<file path="config.mk">
export PLATFORM = sky130hd
export DESIGN_NAME = apb_uart_top
export DESIGN_NICKNAME = d
export VERILOG_FILES = /design/src/design/su_proto_pkg.sv /design/src/design/uart_reg_pkg.sv /design/src/design/apb_uart_top.sv /design/src/design/uart_tx_arbiter.sv /design/src/design/su_rsp_serializer.sv /design/src/design/su_cmd_parser.sv /design/src/design/uart_regs.sv /design/src/design/byte_fifo.sv
export SDC_FILE = /design/constraint.sdc
export NUM_CORES = 1
export LEC_CHECK = 0
export BUFFER_PORTS_ARGS = -buffer_cell sky130_fd_sc_hd__clkbuf_2
export CORE_MARGIN = 5
export CORE_UTILIZATION = 64
export DETAILED_ROUTE_END_ITERATION = 10
export GPL_ROUTABILITY_DRIVEN = 0
export PLACE_DENSITY_LB_ADDON = 0.2
export SLEW_MARGIN = 20
export SYNTH_ARGS = -nofsm -noshare
export SYNTH_HDL_FRONTEND = slang
export SYNTH_SLANG_ARGS = --single-unit
</file>
<file path="constraint.sdc">
create_clock -name CLK -period 8.05 [get_ports CLK]
set_input_delay 1.61 -clock CLK [delete_from_list [all_inputs] [get_ports CLK]]
set_output_delay 1.61 -clock CLK [all_outputs]
set_load 0.01 [all_outputs]
</file>
<file path="src/design/su_proto_pkg.sv">
`default_nettype none

package su_proto_pkg;

   // command codes seen on the rx byte stream
   localparam logic [7:0] SU_CMD_WR_WORD = 8'hA1;
   localparam logic [7:0] SU_CMD_WR_HALF = 8'hA2;
   localparam logic [7:0] SU_CMD_WR_BYTE = 8'hA3;
   localparam logic [7:0] SU_CMD_RD_WORD = 8'hA4;
   localparam logic [7:0] SU_CMD_RSP     = 8'hA5;  // header of a read response

   // payload bytes following each code
   localparam int SU_LEN_WR_WORD = 8;   // addr + 4 data bytes
   localparam int SU_LEN_WR_HALF = 6;   // addr + 2 data bytes
   localparam int SU_LEN_WR_BYTE = 5;   // addr + 1 data byte
   localparam int SU_LEN_RD_WORD = 4;   // addr only

   localparam int SU_RSP_LEN = 5;       // header plus four data bytes

   typedef enum logic [1:0] {
      OP_WR_WORD,
      OP_WR_HALF,
      OP_WR_BYTE,
      OP_RD_WORD
   } su_op_e;

   typedef struct packed {
      logic [31:0] addr;
      logic [31:0] data;
   } su_addr_data_t;

   // filled bytewise by the parser, read as addr/data by the remote master
   typedef union packed {
      logic [7:0][7:0] bytes;
      su_addr_data_t   ad;
   } su_word_u;

   typedef struct packed {
      su_op_e   op;
      su_word_u word;
   } su_cmd_t;

endpackage

`default_nettype wire

</file>
<file path="src/design/uart_reg_pkg.sv">
`default_nettype none

package uart_reg_pkg;

   // register offsets, RBR and THR share one
   localparam logic [2:0] REG_RBR_THR = 3'd0;
   localparam logic [2:0] REG_FCR     = 3'd2;
   localparam logic [2:0] REG_LSR     = 3'd5;
   localparam logic [2:0] REG_SCR     = 3'd7;

   localparam int FCR_TX_CLR_BIT = 2;

   localparam int LSR_DR_BIT   = 0;    // rx byte waiting
   localparam int LSR_THRE_BIT = 5;    // tx fifo empty
   localparam int LSR_TEMT_BIT = 6;    // tx fifo empty and phy drained
   localparam logic [7:0] LSR_RESET = 8'h60;

   localparam int SCR_SU_EN_BIT = 1;   // smart uart on, set out of reset

   localparam int TX_FIFO_DEPTH = 16;
   localparam int RX_FIFO_DEPTH = 16;

   // the sender may fill the whole rx fifo
   localparam int RX_LINK_CREDITS = RX_FIFO_DEPTH;
   localparam int TX_LINK_CREDITS = 4; // phy buffer slots

   typedef struct packed {
      logic [2:0] addr;
      logic [7:0] wdata;
      logic       write;
      logic       sel;
      logic       enable;
   } apb_req_t;

endpackage

`default_nettype wire
</file>
<file path="src/design/apb_uart_top.sv">
`timescale 1ns/100ps
`default_nettype none

module apb_uart_top
   import uart_reg_pkg::*, su_proto_pkg::*;
(
   input  logic        CLK,
   input  logic        RSTN,
   input  apb_req_t    apb_req_i,
   output logic [7:0]  prdata_o,
   input  logic        rx_valid_i,
   input  logic [7:0]  rx_data_i,
   output logic        rx_credit_o,
   output logic        tx_valid_o,
   output logic [7:0]  tx_data_o,
   input  logic        tx_credit_i,
   output logic        cmd_valid_o,
   output su_cmd_t     cmd_o,
   input  logic        rsp_valid_i,
   input  logic [31:0] rsp_data_i
);

   logic       rx_push;
   logic       rx_pop;
   logic [7:0] rx_head;
   logic       rx_empty;
   logic       tx_push;
   logic       tx_clr;
   logic       tx_pop;
   logic [7:0] tx_head;
   logic       tx_empty;
   logic       tx_full;
   logic       tx_idle;
   logic       su_en;
   logic       rd_pending;
   logic       rsp_taken;
   logic       su_valid;
   logic [7:0] su_byte;
   logic       su_take;

   // rx side never clears, credits keep it from overflowing
   byte_fifo #(
      .DEPTH (RX_FIFO_DEPTH)
   ) u_rx_fifo (
      .CLK         (CLK),
      .RSTN        (RSTN),
      .clr_i       (1'b0),
      .push_i      (rx_push),
      .push_data_i (rx_data_i),
      .pop_i       (rx_pop),
      .head_o      (rx_head),
      .empty_o     (rx_empty),
      .full_o      (),
      .count_o     ()
   );

   byte_fifo #(
      .DEPTH (TX_FIFO_DEPTH)
   ) u_tx_fifo (
      .CLK         (CLK),
      .RSTN        (RSTN),
      .clr_i       (tx_clr),
      .push_i      (tx_push),
      .push_data_i (apb_req_i.wdata),   // THR data
      .pop_i       (tx_pop),
      .head_o      (tx_head),
      .empty_o     (tx_empty),
      .full_o      (tx_full),
      .count_o     ()
   );

   uart_regs u_regs (
      .CLK        (CLK),
      .RSTN       (RSTN),
      .apb_req_i  (apb_req_i),
      .prdata_o   (prdata_o),
      .rx_head_i  (rx_head),
      .rx_empty_i (rx_empty),
      .rx_pop_o   (rx_pop),
      .tx_push_o  (tx_push),
      .tx_clr_o   (tx_clr),
      .tx_empty_i (tx_empty),
      .tx_full_i  (tx_full),
      .tx_idle_i  (tx_idle),
      .su_en_o    (su_en)
   );

   su_cmd_parser u_parser (
      .CLK          (CLK),
      .RSTN         (RSTN),
      .su_en_i      (su_en),
      .rx_valid_i   (rx_valid_i),
      .rx_data_i    (rx_data_i),
      .fifo_push_o  (rx_push),
      .fifo_pop_i   (rx_pop),
      .rx_credit_o  (rx_credit_o),
      .cmd_valid_o  (cmd_valid_o),
      .cmd_o        (cmd_o),
      .rd_pending_o (rd_pending),
      .rsp_taken_i  (rsp_taken)
   );

   su_rsp_serializer u_serializer (
      .CLK          (CLK),
      .RSTN         (RSTN),
      .rd_pending_i (rd_pending),
      .rsp_valid_i  (rsp_valid_i),
      .rsp_data_i   (rsp_data_i),
      .rsp_taken_o  (rsp_taken),
      .byte_valid_o (su_valid),
      .byte_o       (su_byte),
      .byte_take_i  (su_take)
   );

   uart_tx_arbiter u_arbiter (
      .CLK          (CLK),
      .RSTN         (RSTN),
      .su_valid_i   (su_valid),
      .su_byte_i    (su_byte),
      .su_take_o    (su_take),
      .fifo_head_i  (tx_head),
      .fifo_empty_i (tx_empty),
      .fifo_pop_o   (tx_pop),
      .tx_valid_o   (tx_valid_o),
      .tx_data_o    (tx_data_o),
      .tx_credit_i  (tx_credit_i),
      .tx_idle_o    (tx_idle)
   );

endmodule

`default_nettype wire

</file>
<file path="src/design/uart_tx_arbiter.sv">
`timescale 1ns/100ps
`default_nettype none

module uart_tx_arbiter
   import uart_reg_pkg::*;
(
   input  logic       CLK,
   input  logic       RSTN,
   input  logic       su_valid_i,
   input  logic [7:0] su_byte_i,
   output logic       su_take_o,
   input  logic [7:0] fifo_head_i,
   input  logic       fifo_empty_i,
   output logic       fifo_pop_o,
   output logic       tx_valid_o,
   output logic [7:0] tx_data_o,
   input  logic       tx_credit_i,
   output logic       tx_idle_o
);

   logic [2:0] credits_q;
   logic       su_started_q;    // response owns the link until its last byte
   logic       use_su;
   logic       send;

   // a waiting response goes once the fifo drains or it has already begun
   assign use_su = su_valid_i && (su_started_q || fifo_empty_i);
   assign send   = (credits_q != 3'd0) && (use_su || !fifo_empty_i);

   assign tx_valid_o = send;
   assign tx_data_o  = use_su ? su_byte_i : fifo_head_i;
   assign su_take_o  = send && use_su;
   assign fifo_pop_o = send && !use_su;
   assign tx_idle_o  = (credits_q == 3'(TX_LINK_CREDITS));

   always_ff @(posedge CLK or negedge RSTN)
   begin
      if (!RSTN)
      begin
         credits_q    <= 3'(TX_LINK_CREDITS);
         su_started_q <= 1'b0;
      end
      else
      begin
         credits_q    <= credits_q - 3'(send) + 3'(tx_credit_i);
         su_started_q <= su_valid_i && (su_started_q || su_take_o);
      end
   end

endmodule

`default_nettype wire

</file>
<file path="src/design/su_rsp_serializer.sv">
`timescale 1ns/100ps
`default_nettype none

module su_rsp_serializer
   import su_proto_pkg::*;
(
   input  logic        CLK,
   input  logic        RSTN,
   input  logic        rd_pending_i,
   input  logic        rsp_valid_i,
   input  logic [31:0] rsp_data_i,
   output logic        rsp_taken_o,
   output logic        byte_valid_o,
   output logic [7:0]  byte_o,
   input  logic        byte_take_i
);

   logic [2:0]  left_q;    // bytes still to send
   logic [31:0] data_q;
   logic [1:0]  byte_sel;
   logic        accept;

   // stray responses are dropped
   assign accept       = rsp_valid_i && rd_pending_i && (left_q == 3'd0);
   assign rsp_taken_o  = accept;
   assign byte_valid_o = (left_q != 3'd0);

   // left 4..1 picks data byte 3..0
   assign byte_sel = left_q[1:0] - 2'd1;

   always_comb
   begin
      if (left_q == 3'(SU_RSP_LEN))
         byte_o = SU_CMD_RSP;
      else
         byte_o = data_q[8*byte_sel +: 8];
   end

   always_ff @(posedge CLK or negedge RSTN)
   begin
      if (!RSTN)
         left_q <= '0;
      else if (accept)
         left_q <= 3'(SU_RSP_LEN);
      else if (byte_take_i && byte_valid_o)
         left_q <= left_q - 1'b1;
   end

   always_ff @(posedge CLK)
   begin
      if (accept)
         data_q <= rsp_data_i;
   end

endmodule

`default_nettype wire

</file>
<file path="src/design/su_cmd_parser.sv">
`timescale 1ns/100ps
`default_nettype none

module su_cmd_parser
   import su_proto_pkg::*;
(
   input  logic       CLK,
   input  logic       RSTN,
   input  logic       su_en_i,
   input  logic       rx_valid_i,
   input  logic [7:0] rx_data_i,
   output logic       fifo_push_o,
   input  logic       fifo_pop_i,
   output logic       rx_credit_o,
   output logic       cmd_valid_o,
   output su_cmd_t    cmd_o,
   output logic       rd_pending_o,
   input  logic       rsp_taken_i
);

   logic [3:0] cmd_len;
   su_op_e     cmd_op;
   logic [3:0] pay_cnt_q;      // payload bytes still expected
   logic       in_payload;
   logic       is_cmd;
   logic       absorb;
   logic       last_byte;
   su_op_e     op_q;
   su_word_u   word_q;
   logic [2:0] byte_idx_q;
   logic       cmd_valid_q;
   logic       rd_pending_q;
   logic       absorbed_q;
   logic       popped_q;
   logic       credit_pend_q;

   // code lookup, zero length means not a command
   always_comb
   begin
      cmd_len = 4'd0;
      cmd_op  = OP_WR_WORD;
      case (rx_data_i)
         SU_CMD_WR_WORD:
         begin
            cmd_len = 4'(SU_LEN_WR_WORD);
            cmd_op  = OP_WR_WORD;
         end
         SU_CMD_WR_HALF:
         begin
            cmd_len = 4'(SU_LEN_WR_HALF);
            cmd_op  = OP_WR_HALF;
         end
         SU_CMD_WR_BYTE:
         begin
            cmd_len = 4'(SU_LEN_WR_BYTE);
            cmd_op  = OP_WR_BYTE;
         end
         SU_CMD_RD_WORD:
         begin
            cmd_len = 4'(SU_LEN_RD_WORD);
            cmd_op  = OP_RD_WORD;
         end
         default: ;
      endcase
   end

   assign in_payload  = (pay_cnt_q != 4'd0);
   assign is_cmd      = rx_valid_i && su_en_i && !in_payload && (cmd_len != 4'd0);
   assign absorb      = (rx_valid_i && in_payload) || is_cmd;
   assign last_byte   = rx_valid_i && (pay_cnt_q == 4'd1);
   assign fifo_push_o = rx_valid_i && !absorb;

   assign cmd_valid_o  = cmd_valid_q;
   assign cmd_o.op     = op_q;
   assign cmd_o.word   = word_q;
   assign rd_pending_o = rd_pending_q;

   // fifo credit goes out on time, the parser one slips a cycle on a clash
   assign rx_credit_o = popped_q || absorbed_q || credit_pend_q;

   always_ff @(posedge CLK or negedge RSTN)
   begin
      if (!RSTN)
      begin
         pay_cnt_q     <= '0;
         cmd_valid_q   <= 1'b0;
         rd_pending_q  <= 1'b0;
         absorbed_q    <= 1'b0;
         popped_q      <= 1'b0;
         credit_pend_q <= 1'b0;
      end
      else
      begin
         if (is_cmd)
            pay_cnt_q <= cmd_len;
         else if (rx_valid_i && in_payload)
            pay_cnt_q <= pay_cnt_q - 1'b1;
         cmd_valid_q <= last_byte;
         if (last_byte && (op_q == OP_RD_WORD))
            rd_pending_q <= 1'b1;
         else if (rsp_taken_i)
            rd_pending_q <= 1'b0;
         absorbed_q <= absorb;
         popped_q   <= fifo_pop_i;
         if (popped_q)
            credit_pend_q <= absorbed_q || credit_pend_q;
         else
            credit_pend_q <= absorbed_q && credit_pend_q;   // one of two still owed
      end
   end

   // command word, filled from byte 7 down, addr msb first
   always_ff @(posedge CLK)
   begin
      if (is_cmd)
      begin
         op_q       <= cmd_op;
         word_q     <= '0;
         byte_idx_q <= 3'd7;
      end
      else if (rx_valid_i && in_payload)
      begin
         word_q.bytes[byte_idx_q] <= rx_data_i;
         byte_idx_q               <= byte_idx_q - 1'b1;
      end
   end

endmodule

`default_nettype wire

</file>
<file path="src/design/uart_regs.sv">
`timescale 1ns/100ps
`default_nettype none

module uart_regs
   import uart_reg_pkg::*;
(
   input  logic       CLK,
   input  logic       RSTN,
   input  apb_req_t   apb_req_i,
   output logic [7:0] prdata_o,
   input  logic [7:0] rx_head_i,
   input  logic       rx_empty_i,
   output logic       rx_pop_o,
   output logic       tx_push_o,
   output logic       tx_clr_o,
   input  logic       tx_empty_i,
   input  logic       tx_full_i,
   input  logic       tx_idle_i,
   output logic       su_en_o
);

   logic       apb_wr;
   logic       apb_rd;
   logic       tx_clr_q;
   logic [7:0] scr_q;
   logic [7:0] lsr;

   // zero wait states, so the access phase is the only cycle that acts
   assign apb_wr = apb_req_i.sel && apb_req_i.enable && apb_req_i.write;
   assign apb_rd = apb_req_i.sel && apb_req_i.enable && !apb_req_i.write;

   assign tx_push_o = apb_wr && (apb_req_i.addr == REG_RBR_THR) && !tx_full_i;
   assign rx_pop_o  = apb_rd && (apb_req_i.addr == REG_RBR_THR) && !rx_empty_i;

   assign tx_clr_o = tx_clr_q;
   assign su_en_o  = scr_q[SCR_SU_EN_BIT];

   // line status built live from the fifo flags
   always_comb
   begin
      lsr               = 8'h00;
      lsr[LSR_DR_BIT]   = !rx_empty_i;
      lsr[LSR_THRE_BIT] = tx_empty_i;
      lsr[LSR_TEMT_BIT] = tx_empty_i && tx_idle_i;
   end

   always_comb
   begin
      prdata_o = 8'h00;
      if (apb_rd)
      begin
         case (apb_req_i.addr)
            REG_RBR_THR: prdata_o = rx_head_i;
            REG_LSR:     prdata_o = lsr;
            REG_SCR:     prdata_o = scr_q;
            default:     prdata_o = 8'h00;   // FCR is write only
         endcase
      end
   end

   always_ff @(posedge CLK or negedge RSTN)
   begin
      if (!RSTN)
      begin
         tx_clr_q             <= 1'b0;
         scr_q                <= 8'h00;
         scr_q[SCR_SU_EN_BIT] <= 1'b1;
      end
      else
      begin
         // one cycle clear pulse
         tx_clr_q <= apb_wr && (apb_req_i.addr == REG_FCR)
                     && apb_req_i.wdata[FCR_TX_CLR_BIT];
         if (apb_wr && (apb_req_i.addr == REG_SCR))
            scr_q <= apb_req_i.wdata;
      end
   end

endmodule

`default_nettype wire

</file>
<file path="src/design/byte_fifo.sv">
`timescale 1ns/100ps
`default_nettype none

module byte_fifo #(
   parameter int DEPTH = 16
) (
   input  logic       CLK,
   input  logic       RSTN,
   input  logic       clr_i,
   input  logic       push_i,
   input  logic [7:0] push_data_i,
   input  logic       pop_i,
   output logic [7:0] head_o,
   output logic       empty_o,
   output logic       full_o,
   output logic [4:0] count_o
);

   localparam int AW = $clog2(DEPTH);

   logic [7:0]    mem [DEPTH];
   logic [AW-1:0] wr_ptr_q;
   logic [AW-1:0] rd_ptr_q;
   logic [4:0]    count_q;
   logic          do_push;
   logic          do_pop;

   assign empty_o = (count_q == 5'd0);
   assign full_o  = (count_q == 5'(DEPTH));
   assign count_o = count_q;
   assign head_o  = mem[rd_ptr_q];   // first-word fall-through

   assign do_push = push_i && !full_o;   // push on full is lost
   assign do_pop  = pop_i && !empty_o;

   always_ff @(posedge CLK)
   begin
      if (do_push)
         mem[wr_ptr_q] <= push_data_i;
   end

   always_ff @(posedge CLK or negedge RSTN)
   begin
      if (!RSTN)
      begin
         wr_ptr_q <= '0;
         rd_ptr_q <= '0;
         count_q  <= '0;
      end
      else if (clr_i)
      begin
         wr_ptr_q <= '0;
         rd_ptr_q <= '0;
         count_q  <= '0;
      end
      else
      begin
         if (do_push)
            wr_ptr_q <= (wr_ptr_q == AW'(DEPTH - 1)) ? '0 : wr_ptr_q + 1'b1;
         if (do_pop)
            rd_ptr_q <= (rd_ptr_q == AW'(DEPTH - 1)) ? '0 : rd_ptr_q + 1'b1;
         count_q <= count_q + 5'(do_push) - 5'(do_pop);
      end
   end

endmodule

`default_nettype wire

</file>
==> After elaboration in Yosys (flattened, before gate mapping) <==
Memories as Yosys holds them, arrays and structs flattened.
Index checks and enable logic that the tools add are counted.
{ "op_classes": {"add_sub_neg": 14, "mul": 0, "div": 0, "magnitude_cmp": 2, "n_eq_ne": 17, "shifts": 1, "mux": 29, "n_bitwise": 0, "n_reduce_logical": 60} }
{ "ops": {"columns": ["operator", "count"], "rows": [
  ["$bwmux W64", 1],
  ["$mux W4", 10],
  ["$eq A8 B8 Y1 const B", 4],
  ["$logic_and A1 B1 Y1", 32],
  ["$mux W8", 4],
  ["$shiftx A32 B6 Y8", 1],
  ["$demux W8 S3", 1],
  ["$pmux W8 S3", 1],
  ["$add A4 B1 Y4 const B", 4],
  ["$eq A4 B4 Y1 const B", 4],
  ["$pmux W4 S4", 1],
  ["$eq A3 B3 Y1 const B", 4],
  ["$add A5 B1 Y5", 2],
  ["$eq A5 B5 Y1 const B", 2],
  ["$logic_not A5 Y1", 2],
  ["$reduce_bool A2 Y1", 5],
  ["$sub A5 B1 Y5", 2],
  ["$logic_not A1 Y1", 8],
  ["$reduce_bool A4 Y1", 2],
  ["$logic_or A1 B1 Y1", 7],
  ["$mux W1", 7],
  ["$logic_not A3 Y1", 2],
  ["$mux W3", 2],
  ["$pmux W2 S3", 1],
  ["other kinds (12)", 14]
]} }
{ "totals": {"ff_bits": 152, "latch_bits": 0, "ram_bits": 256, "mem_bits_ro": 0, "input_bits": 59, "output_inout_bits": 85, "elab_cells": 146, "mem_count": 2} }
{ "mem_list": {"columns": ["memory", "depth", "word_bits", "read_ports", "rd_clocked_by_memory_dff", "wr", "line", "source"], "rows": [
  ["u_rx_fifo.mem", 16, 8, 1, 0, 1, "byte_fifo.sv:21", "logic [7:0] mem [DEPTH];"],
  ["u_tx_fifo.mem", 16, 8, 1, 0, 1, "byte_fifo.sv:21", null]
]} }

==> Longest topological paths before layout <==
Gate-level depths: netlist of the first run.
{ "depth": {"depth_word": 10, "ltp_mapped": 13, "ltp_nobuf": 13} }

==> Hierarchy <==
From an unflattened synthesis of the first run, not the netlist that was laid out.
{ "hier_totals": {"cells_unflattened": 1101, "hier_area_um2": 17276.6} }
{ "by_module_without_submodules": {"columns": ["module", "instances", "cells_each", "area_per_inst_um2", "seq_area_each_um2"], "rows": [
  ["byte_fifo", 2, 318, 5883.1, 4169.0],
  ["su_cmd_parser", 1, 298, 3181.8, 1626.6],
  ["su_rsp_serializer", 1, 81, 1438.9, 1036.0],
  ["uart_regs", 1, 53, 550.5, 226.5],
  ["uart_tx_arbiter", 1, 32, 335.3, 101.3],
  ["apb_uart_top", 1, 1, 3.8, 0.0]
]} }

==> Worst setup path after synthesis of the first run <==
OpenSTA, ideal clock, no wires.
{ "synth_timing": {"path_type": "input to output", "start": "input apb_req_i[12] (netlist name)", "end": "output prdata_o[1]", "arrival_ns": 2.964, "t_required_ns": 6.440, "slack_ns": 3.476, "path_stages": 7, "n_path_buf": 3, "cell_sequence": "buf_6 > or3_4 > buf_6 > or3_1 > clkbuf_1 > a21oi_1 > a221o_1"} }
{ "synth_between": {"elab_chain_len": 3, "word_cells_on_any_way": 5, "classes_between": "2 x eq/ne; 2 x mux; 1 x reduce/logical"} }
{ "synth_rtl": {"columns": ["element", "line", "source"], "rows": [
  ["start, declared", "apb_uart_top.sv:9", "input apb_req_t apb_req_i,"],
  ["$eq A3 B3 Y1 or $logic_not A3 Y1 (tied branches)", "uart_regs.sv:52", "case (apb_req_i.addr)"],
  ["$pmux W8 S3 *", "uart_regs.sv:52", null],
  ["$mux W8 *", "uart_regs.sv:50", "if (apb_rd)"],
  ["end, declared", "apb_uart_top.sv:10", "output logic [7:0] prdata_o,"]
]} }
Mark *: on every way between the ends. The rest lies on a longest branch, timed or not.

==> Worst setup path after layout of the first run <==
{ "layout_timing": {"start": "input apb_req_i[12] (netlist name)", "end": "output prdata_o[4]"} }
Same word-level chain as after synthesis.

==> run summary, run 1 <==
The via density per instance is approximately 6.1. The net switching power is 0.00203 W. Of the total power, combinational logic draws 0.295.

The number of max-cap violations is 0. The largest net degree at the start of global routing came out at a little under 70. At the worst endpoint, the arrival time is 3.17 ns.

Detailed routing inserted a total of 9,613 vias. The worst-case clock buffer depth is 3. The number of unique standard cell types used by synthesis is around 70. The HPWL reported at the end of detailed placement is between 20 and 25 mm. The total congestion overflow after global routing is 0. TritonCTS built the clock tree. 144 I/O pins were placed. The number of enable flip-flop cells after synthesis came out at 290. The post-route antenna net violation count came out at 0.

Clock tree synthesis inserted a total of 40 buffers. At the pin with the least slew margin, the transition time is roughly 1.1 ns. The least setup slack across all paths after layout came out at 3.27 ns.

Measured along the y axis, the die boundary spans approximately 170 microns. After detailed routing, the average wire length per cell comes to 22.8 microns. Setup repair after global routing left no endpoint under its margin.

The sequential group share of total power is 0.425. Of the cells placed in the final design, the portion with a size suffix greater than 1 is 0.259. The clock network power share came out at 0.280. The total internal power is 0.00453 W. The headroom to the max-slew limit came out at 0.263.

The worst hold path begins at u_parser.rd_pending_o$_DFFE_PN0P_. The critical path class is primary input to output pin. The sequential element share of the synthesized area is 0.672. Summed over all failing endpoints, the final setup total negative slack is 0 ns. The async set-reset flop share out of synthesis came out at 0.125. The worst setup path is captured at an output pin. The relative area change from synthesis to final layout came out at 13.5%. The total leakage power is 7.42 nW. The number of global-route vias before repair was between 9k and 10k.

The minimum setup slack among reg-to-reg paths came out at approximately 4.6 ns. The number of synthesized register bits is between 400 and 500. The highest clock frequency the design can meet came out at between 200 and 250 MHz. The worst hold path belongs to the class flip-flop to flip-flop.

The hold slack is 0.493 ns. The area of the die is roughly 0.03 sq mm. Clock-pin slew was measured on the worst setup and hold paths at around 0.06 ns.

The average instance area after synthesis came out at 15.7 sq um. For the finished layout, the period the worst path requires is ~4.8 ns. Power spread over the standard cell area amounts to around 340 mW/mm^2. The worst setup timing slack at the placement stage is between 3 and 4 ns.

The final layout contains routed wiring with a total length of about 36 mm. The worst hold path terminates at u_parser.rd_pending_o$_DFFE_PN0P_. The number of cells upsized or downsized after cts came out at 0.

The critical path startpoint category is a primary input. The peak supply drop is roughly 0.26 mV. The number of antenna violations at the first check in global routing came to 1.

In this run, post-CTS hold repair placed 0 buffers. The detailed-route DRC error count came out at 0. The run finished with clean final reports. Row generation in the floorplan step produced between 50 and 60 rows. The number of detailed-routing iterations run before antenna repair came out at 7. Across the routed clock network, the largest skew measured is about 0.014 ns. The root buffer cell is clkbuf_16.

For this configuration, the core starts out at a cell density of 0.649. The Yosys warning count came out at 0. The number of hold violations in the final report came out at 0. For this design, the sink count on the clock tree is between 400 and 500. The post-synth design cell area came out at 0.0169 sq mm. The global routing usage summed across all routing layers came out at 0.244. The width of the die came out at between 150 and 200 microns. In the finished design, the share of the clock period the worst path needs comes to 0.594. The switching share of total power came out at 0.309. The total area inside the core boundary comes to 0.0260 sq mm. The endpoint identified for the worst register-to-register timing path is u_tx_fifo.count_o[4]$_DFF_PN0_. The number of nets in the finished design came out at between 1k and 1.5k. The synthesized instance count is ~1.1k. In this run the worst path has a maximum fanout of 9. Among all flip-flop cells after synthesis, the most frequent one is edfxtp_1.

Setup violations remaining at the end of the flow were counted as 0. The post-CTS setup buffer count is 0. The final max-slew violation count is 0. The commonest non-fill, non-tap cell in the layout is edfxtp_1. The cell depth of the worst min-delay path is 1. In the layout the commonest cells are edfxtp_1 (290), clkbuf_2 (143), nor2_1 (92). The number of nets in the synthesized netlist is 1,163.

The clock latency on the worst-skew pair is 0.53 ns. In this run the critical register-to-register path is launched from u_serializer.left_q[0]$_DFFE_PN0P_. The first global-routing pass estimated ~55 mm of wire. The antenna diode count is 0. The number of cells on the worst reg-to-reg path is 12. The H-tree was split into 2 levels. The number of DRC violations after detailed-routing iteration 0 is approximately 800.

The required time at the worst-slack endpoint came out at around 6.4 ns. The number of I/O port buffers is 143.
[metal layers]
layer | GRT usage | up-vias | routed length [microns]
met5 | 0 | - | 8
met4 | 0.0643 | 2 | 726
met3 | 0.0412 | 53 | 2070
met2 | 0.426 | 330 | 19100
met1 | 0.322 | 4859 | 14000
li1 | - | 4369 | -
[logic make-up after synthesis]
group	count (synthesis)	share of synthesized area
mux	168	0.150
flops	408	0.672
simple gates	248	0.0761
compound gates	93	0.0405
fa+ha+maj	34	0.0264
buf+inv	103	0.0266
xor+xnor	17	0.00883
[stage by stage]
stage          power [W]  cells   util  area (sq um)
5_1_grt          0.00691   1576  0.737         19200
6_report         0.00656   1576  0.737         19200
3_3_place_gp     0.00470   1505  0.687         17800
3_5_place_dp     0.00476   1505  0.687         17800
4_1_cts          0.00661   1576  0.737         19100
2_1_floorplan    0.00414   1071      -         16900
[state kept, by name, summed over array words and instances (netlist names), 5 cells and up]
name                 cells
u_rx_fifo.mem          128
u_tx_fifo.mem          128
u_parser.word_q         64
u_rx_fifo.count_o        5
u_tx_fifo.count_o        5
u_serializer.data_q     32
u_regs.scr_q             8
[area by class of cell]
class / instances / area (sq um)
clock inverters: 19 / 176
inverters: 42 / 159
multi-input cells: 560 / 5090
repair buffers: 160 / 843
clock buffers: 52 / 1130
fillers: 1639 / 6830
well taps: 335 / 419
flip-flops and latches: 408 / 11300
[worst max-delay path by stage]
stage,startpoint,endpoint,slack (ns),cells past startpoint
2_1_floorplan,apb_req_i[12],prdata_o[1],3.48,7
3_3_place_gp,apb_req_i[12],prdata_o[2],3.38,6
6_report,apb_req_i[12],prdata_o[4],3.27,5
3_5_place_dp,apb_req_i[12],prdata_o[4],3.28,5
4_1_cts,apb_req_i[12],prdata_o[4],3.27,5
5_1_grt,u_serializer.left_q[0]$_DFFE_PN0P_,tx_data_o[5],3.11,7
[worst max-delay path, cell delays in order]
cell and delay (ns):
clkbuf_2 0.17, or3_4 0.46, nor3_1 0.53, a221o_1 0.27, clkbuf_2 0.13
[power groups by stage]
stage | clock (W) | sequential, W | combinational [W]
2_1_floorplan | 0 | 0.00280 | 0.00134
3_3_place_gp | 0 | 0.00281 | 0.00188
3_5_place_dp | 0 | 0.00282 | 0.00193
4_1_cts | 0.00186 | 0.00278 | 0.00196
5_1_grt | 0.00195 | 0.00282 | 0.00214
6_report | 0.00184 | 0.00279 | 0.00194
[synth_stat cells (3+ instances only)]
master | number | share of area
dfrtp_1 | 49 | 0.073
nor2b_1 | 20 | 0.0074
a211oi_1 | 5 | 0.0022
a211o_1 | 7 | 0.0036
nand2_1 | 55 | 0.012
nor3_1 | 15 | 0.0045
nand2b_1 | 3 | 0.0011
mux2_2 | 17 | 0.011
nor4b_1 | 6 | 0.0031
nor3b_1 | 3 | 0.0013
and4b_1 | 4 | 0.0024
xnor2_1 | 12 | 0.0062
dfxtp_1 | 67 | 0.080
buf_2 | 17 | 0.0050
a31oi_1 | 4 | 0.0015
xor2_1 | 5 | 0.0026
inv_1 | 41 | 0.0091
and4_1 | 6 | 0.0031
edfxtp_1 | 290 | 0.52
or3_1 | 6 | 0.0022
a32o_1 | 6 | 0.0036
o21ai_0 | 9 | 0.0027
a21o_1 | 4 | 0.0018
nand4_2 | 4 | 0.0030
buf_4 | 6 | 0.0027
mux2i_1 | 85 | 0.050
buf_1 | 6 | 0.0013
and3_1 | 6 | 0.0022
and2_1 | 4 | 0.0015
o22ai_1 | 4 | 0.0015
ha_1 | 30 | 0.022
mux4_2 | 66 | 0.088
fa_1 | 3 | 0.0036
a21oi_1 | 23 | 0.0068
o32a_1 | 4 | 0.0024
nor4bb_1 | 3 | 0.0018
nor2_1 | 92 | 0.020
clkbuf_1 | 28 | 0.0062
a221o_1 | 6 | 0.0036
nand3_1 | 7 | 0.0021
Note: power is estimated with default switching activity, not from simulation.
==> inputs of run 2 (changes only) <==
--- a/config.mk
+++ b/config.mk
@@ -7,7 +7,7 @@
 export LEC_CHECK = 0
 export BUFFER_PORTS_ARGS = -buffer_cell sky130_fd_sc_hd__clkbuf_2
 export CORE_MARGIN = 5
-export CORE_UTILIZATION = 64
+export CORE_UTILIZATION = 54
 export DETAILED_ROUTE_END_ITERATION = 10
 export GPL_ROUTABILITY_DRIVEN = 0
 export PLACE_DENSITY_LB_ADDON = 0.2
==> constraint.sdc (replaced) <==
create_clock -name CLK -period 4.02 [get_ports CLK]
set_input_delay 0.804 -clock CLK [delete_from_list [all_inputs] [get_ports CLK]]
set_output_delay 0.804 -clock CLK [all_outputs]
set_load 0.01 [all_outputs]
==> run 2 against run 1 <==
Against the previous run: final cell count rose by 5.5%; cell area is 1.4% higher; worst hold slack worse by 0.10 ns; clock power up 100%; wire length up 1.2%; sequential power rose by 100%; largest cell class unchanged.
==> run summary, run 2 (synthesis results as in run 1) <==
The antenna diode count came out at 0. The detailed-route DRC error count is 0. Summed over all cells, the static leakage comes to ~7.5 nW.

Summing all multi-input logic gate instances after layout gives around 0.0051 sq mm. The number of levels in the clock H-tree is 2. The number of DRC violations after detailed-routing iteration 0 is approximately 660. The core region is 0.0307 sq mm. The vertical die dimension came out at ~190 microns. The min-delay analysis places its worst path in the category primary input to async pin. TritonCTS created 42 clock buffers.

The clock transition at the register clock pins on the worst setup and hold paths after CTS is 0.06 ns. The number of hold violations in the final report is 0. Row generation in the floorplan step produced 64 rows. Power spread over the standard cell area amounts to roughly 700 mW/mm^2. The clock period minus final worst setup slack is approximately 3.7 ns.

For the worst-skew pair, the clock arrives at the later sink with an insertion delay of between 0.5 and 0.6 ns. The number of global-route vias before repair is approximately 10k. The number of buffer and inverter stages on the critical path is 2. The final setup skew came out at around 0.023 ns. STA classifies the critical path endpoint as an output pin. The worst path arrival time came out at ~2.9 ns. Port buffering added 143 buffers.

The total congestion overflow after global routing came out at 0. Dividing the final minimum period by the clock period gives 0.920. The worst-case IR drop observed on VDD is 0.423 mV. The number of max-cap violations came out at 0. CTS placed an instance of clkbuf_16 at the clock tree root. In this run the cell area measured after placement is roughly 0.018 sq mm. The count of filler cells inserted in the layout is 2,312. The floorplan step defined a die boundary enclosing around 0.035 sq mm. The first detailed-routing pass ran for 5 iterations. Of the cells placed in the final design, the portion with a size suffix greater than 1 is 0.265. The number of top-level design ports is approximately 140. The largest registers in the layout are u_rx_fifo.mem (128), u_tx_fifo.mem (128), u_parser.word_q (64). The largest net degree at the start of global routing is 65. The clock sink count came out at 408. TritonCTS built the clock tree. Setup repair after global routing left no endpoint under its margin. The hold slack is between 0.3 and 0.4 ns.

The headroom to the max-slew limit is 0.465. Leaving out fill and tap cells, the most frequent cell in the layout is edfxtp_1. Using the TritonRoute via totals, the vias-per-cell ratio works out to about 5.7.

Traced cell by cell, the critical path runs through inv_1, ha_1, or4b_2, a21oi_4, nand2_1, o32a_1, clkbuf_2. For this design, the slowest cell found on the critical path is or4b_2. The highest net fanout along the worst path is 16. Counting along the longest clock path gives a buffer depth of 3. After legalization and detailed placement, the total HPWL measured around 24 mm.

The width of the die came out at roughly 190 microns. For this run, the top clock speed supported by timing is 270 MHz. After the last flow step, the layout net total stands at around 1.3k. The worst setup path is launched from a flip-flop.

The critical path's top delay family is simple AND/OR/NAND/NOR gates. The number of placed instances, taps included, is 1,586. The final max-slew violation count is 0.

The measured slew at the worst slew-check pin came out at around 0.8 ns. The flow ran to the end, and the final reports show no timing, DRC or antenna violations. The least setup slack across all paths after layout came out at between 0.3 and 0.4 ns. The post-route antenna net violation count came out at 0. The starting utilization of the core area is 0.549.

The setup violation total in the final timing report came out at 0. The detail-routed net length per standard cell is around 22 microns. The summed negative setup slack over all endpoints is 0 ns. The finished layout cell area came out at between 0.015 and 0.02 sq mm.

The worst setup timing slack at the placement stage came out at roughly 0.66 ns. The number of antenna violations at the first check in global routing is 0. The first-pass GRT wire length came out at roughly 57 mm. The critical path class is flip-flop to output pin.

Summed over all layers, the routed wires come to roughly 36 mm. The required time at the worst-slack endpoint is 3.22 ns. Leaving out filler cells and counting taps, the final layout contains 1,662. The relative area change from synthesis to final layout came out at 15.2%. In the final layout, flip-flops and latches occupy 0.0113 sq mm. The post-CTS setup buffer count came out at 0. In the layout the commonest cells are edfxtp_1 (290), clkbuf_2 (144), nor2_1 (92).

The global routing usage summed across all routing layers is 0.208. The delay of the slowest cell on the worst path came out at between 0.6 and 0.7 ns. The total via count after detailed routing is approximately 9.5k.
-- run 2: changes by cell type in the layout (fill, tap and decap cells not counted), moves of 2 or more --
cell       previous run  this run
buf_12                0         2
clkbuf_1              6        15
buf_4                17        35
inv_4                 2         0
clkinv_2              7         3
clkbuf_16            42        44
-- run 2: power by group --
part | total (W) | switching (W) | internal (W)
combinational | 0.00392 | 0.00205 | 0.00187
clock | 0.00373 | 0.00151 | 0.00221
sequential | 0.00557 | 0.000482 | 0.00509
total | 0.0132 | 0.00405 | 0.00917
-- run 2: worst paths after layout --
kind / depth (start not counted) / end / startpoint / slack (ns)
min in group CLK: 1 / u_serializer.data_q[9]$_DFFE_PP_ / rsp_data_i[9] / 0.45
setup reg to reg: 12 / u_tx_fifo.count_o[4]$_DFF_PN0_ / u_tx_fifo.count_o[3]$_DFF_PN0_ / 0.72
setup / recovery: 7 / tx_data_o[0] / u_tx_fifo.count_o[3]$_DFF_PN0_ / 0.32
hold / removal: 2 / u_rx_fifo.wr_ptr_q[1]$_DFFE_PN0P_ / RSTN / 0.39
max in group asynchronous: 2 / u_rx_fifo.rd_ptr_q[0]$_DFFE_PN0P_ / RSTN / 3.10
hold reg to reg: 1 / u_parser.rd_pending_o$_DFFE_PN0P_ / u_parser.rd_pending_o$_DFFE_PN0P_ / 0.49
-- run 2: stage by stage --
stage / total power [W] / utilization
6_report: 0.0132 / 0.632
5_1_grt: 0.0140 / 0.632
4_1_cts: 0.0134 / 0.631
3_5_place_dp: 0.00960 / 0.588
3_3_place_gp: 0.00952 / 0.588
2_1_floorplan: 0.00828 / -
-- run 2: worst register-to-register path: cells and delay by family, from the launching register on --
| family | cells | cell delay, ns |
|---|---|---|
| compound gates | 3 | 0.55 |
| fa+ha+maj | 4 | 1.08 |
| buf+inv | 2 | 0.12 |
| flops | 1 | 0.38 |
| simple gates | 3 | 1.09 |
-- run 2: repair_timing --
| action | CTS | global route |
|---|---|---|
| hold buffers | 0 | 0 |
| resized for setup | 0 | 1 |
| endpoints found under the setup margin | 0 | 4 |
-- run 2: metal layers --
metal	track usage	vias to the layer above	part of all wire
met4	0.0549	0	0.021
li1	-	4396	-
met3	0.0383	50	0.050
met5	0	-	0
met2	0.362	250	0.51
met1	0.271	4793	0.42
-- run 2: layout make-up --
class | instances | area share
multi-input combinational | 560 | 0.262
sequential | 408 | 0.583
inverter | 42 | 0.00812
tap | 396 | 0.0255
timing repair buffer | 180 | 0.0524
clock inverter | 12 | 0.00548
clock buffer | 64 | 0.0627
==> inputs of run 3 (changes only) <==
--- a/config.mk
+++ b/config.mk
@@ -7,10 +7,10 @@
 export LEC_CHECK = 0
 export BUFFER_PORTS_ARGS = -buffer_cell sky130_fd_sc_hd__clkbuf_2
 export CORE_MARGIN = 5
-export CORE_UTILIZATION = 54
+export CORE_UTILIZATION = 59
 export DETAILED_ROUTE_END_ITERATION = 10
 export GPL_ROUTABILITY_DRIVEN = 0
-export PLACE_DENSITY_LB_ADDON = 0.2
+export PLACE_DENSITY = 0.85
 export SLEW_MARGIN = 20
 export SYNTH_ARGS = -nofsm -noshare
 export SYNTH_HDL_FRONTEND = slang
==> constraint.sdc (replaced) <==
create_clock -name CLK -period 3.8 [get_ports CLK]
set_input_delay 0.76 -clock CLK [delete_from_list [all_inputs] [get_ports CLK]]
set_output_delay 0.76 -clock CLK [all_outputs]
set_load 0.01 [all_outputs]
==> run 3 against run 2 <==
Against the previous run: core utilization up 6.4 points; non-clock buffer count up 2; total power up 6.3%; cell area up 0.27%; worst setup slack worse by 0.13 ns; combinational power up 6.6%; critical path depth unchanged; count of clock-buffer cells in the layout down 6; first-iteration DRC count up 62%.
==> run summary, run 3 (synthesis results as in run 1) <==
The initialized floorplan defines between 60 and 70 standard-cell rows. The power per standard cell area came out at 721 mW/mm^2. The relative area change from synthesis to final layout came out at 15.5%. In this run the number of H-tree levels came out at 2.

The first detailed-routing pass ran for 7 iterations. The starting utilization of the core area is 0.602. The worst setup path is launched from a flip-flop.

For this run, the top clock speed supported by timing is approximately 280 MHz. The required time at the worst-slack endpoint is just over 3 ns. The clock latency on the worst-skew pair came out at 0.53 ns. The HPWL reported at the end of detailed placement came out at ~25 mm.

Setup repair after global routing left no endpoint under its margin. The first-pass GRT wire length is roughly 58 mm. The number of hold violations in the final report was 0.

The number of max-cap violations came out at 0. The peak supply drop came out at roughly 0.52 mV. Buffers placed on the I/O ports in this run total roughly 140. For met2 alone, demand over resource in global routing was 0.418.

The largest registers in the layout are u_rx_fifo.mem (128), u_tx_fifo.mem (128), u_parser.word_q (64). The worst-case reg-to-reg path depth is 12. The worst-case clock buffer depth came out at 3. The headroom to the max-slew limit is 0.393.

The proportion of layout cells with a drive suffix above 1 is 0.274. The total via count after detailed routing came out at between 9k and 10k. The total wire length after detailed routing is 37.6 mm. The path class of the tightest hold or removal check is primary input to async pin. The worst register-to-register path begins at u_tx_fifo.count_o[3]$_DFF_PN0_. TritonCTS built the clock tree. For flop-to-flop paths, the worst setup slack is approximately 0.5 ns.

In this run the critical register-to-register path is captured at u_tx_fifo.count_o[4]$_DFF_PN0_. The first routing iteration left 1,078 violations. The ratio of final minimum period to clock period came out at 0.950. The die is between 150 and 200 microns tall. In the layout the commonest cells are edfxtp_1 (290), clkbuf_2 (142), nor2_1 (92).

Once detail routing completed, the nets flagged for antenna violations numbered 0. The number of global-route vias before repair is approximately 10k. The worst path arrival time is approximately 2.9 ns. The antenna diode count is 0. The number of antenna violations at the first check in global routing was 0. The clock period minus final worst setup slack is ~3.6 ns. The largest net degree at the start of global routing came out at 40. The worst setup path is captured at an output pin.

The total area inside the core boundary comes to 0.0280 sq mm. Dividing the detail-routed wire length by the instance count gives roughly 23 microns. The area of the die is roughly 0.032 sq mm.

In this run, placement finished with an instance count of 1,570. In this run, post-CTS hold repair placed 0 buffers. After global routing the overflow that remains totals 0. The final instance count without filler cells is around 1.6k. The measured slew at the worst slew-check pin came out at between 0.9 and 1 ns. The setup violation total in the final timing report came out at 0.

Along the worst path, the maximum fanout reaches 16. Adding up every negative setup slack in the final design gives 0 ns. The via density per instance is roughly 6. Clock tree synthesis inserted a total of 42 buffers. The clock transition at the register clock pins on the worst setup and hold paths after CTS came out at approximately 0.06 ns. For met3 alone, demand over resource in global routing was 0.0377. The final setup skew is 0.0184 ns.

The global-route met1 utilization came out at 0.310. The number of nets in the finished design came out at about 1.3k. The run finished with clean final reports. The number of top-level design ports is 144. The global routing usage summed across all routing layers is 0.238. On the final layout, the worst hold slack is roughly 0.36 ns. The global routing stage identified its most utilized layer as met2. The total leakage power came out at around 7.6 nW. The floorplan step set the die width to 179 microns.

Leaving out fill and tap cells, the most frequent cell in the layout is edfxtp_1. The root buffer cell chosen for the clock tree is clkbuf_16. The setup path with the least slack is of type flip-flop to output pin. The clock sink count came out at 408. The final max-slew violation count is 0. After detailed routing, the number of remaining DRC violations is 0.
[run 3: how the worst max path moves through the flow]
| stage | start | endpoint | slack (ns) |
|---|---|---|---|
| after floorplan | u_serializer.left_q[0]$_DFFE_PN0P_ | u_tx_fifo.count_o[4]$_DFF_PN0_ | 0.56 |
| after global placement | u_tx_fifo.count_o[3]$_DFF_PN0_ | u_tx_fifo.count_o[4]$_DFF_PN0_ | 0.63 |
| after detailed placement | u_tx_fifo.count_o[3]$_DFF_PN0_ | u_tx_fifo.count_o[4]$_DFF_PN0_ | 0.56 |
| after CTS | u_tx_fifo.count_o[3]$_DFF_PN0_ | tx_data_o[0] | 0.20 |
| after global routing | u_tx_fifo.count_o[3]$_DFF_PN0_ | tx_data_o[0] | 0.02 |
| final | u_tx_fifo.count_o[3]$_DFF_PN0_ | tx_data_o[0] | 0.19 |
[run 3: timing repair]
action	CTS	global route
buffers inserted	0	0
gates resized for setup	1	0
setup endpoints to repair	1	0
[run 3: where the power goes]
group          internal (W)  switching (W)  leakage, nW
registers           0.00538       0.000533         3.80
clock network       0.00229        0.00166        0.662
logic               0.00199        0.00220         3.11
[run 3: final cells by class]
cell class	count	area [sq um]
Timing Repair Buffer	182	1070
Multi-Input combinational cell	560	5100
Clock inverter	20	150
Tap cell	378	473
Fill cell	1799	8540
Sequential cell	408	11300
Clock buffer	58	1200
Inverter	42	158
[run 3: worst max-delay path, cell delays in order (launching register included)]
cell,delay [ns]
dfrtp_1,0.38
inv_1,0.08
ha_1,0.16
or4b_2,0.68
a21oi_4,0.45
nand2_1,0.20
o32a_1,0.22
clkbuf_2,0.13
[run 3: per-layer routing]
| layer | vias up | wire (microns) | part of all wire |
|---|---|---|---|
| met5 | - | 0 | 0 |
| met4 | 0 | 991 | 0.026 |
| met3 | 76 | 2500 | 0.066 |
| met2 | 455 | 19800 | 0.53 |
| met1 | 4995 | 14300 | 0.38 |
| li1 | 4400 | - | - |
[run 3: per-stage QoR]
step / utilization / cell area, sq um / worst slack (ns) / power [W]
2_1_floorplan: - / 16900 / 0.563 / 0.00876
3_3_place_gp: 0.647 / 18100 / 0.629 / 0.00999
3_5_place_dp: 0.647 / 18100 / 0.560 / 0.0102
4_1_cts: 0.695 / 19500 / 0.197 / 0.0142
5_1_grt: 0.695 / 19500 / 0.0249 / 0.0148
6_report: 0.695 / 19500 / 0.191 / 0.0140
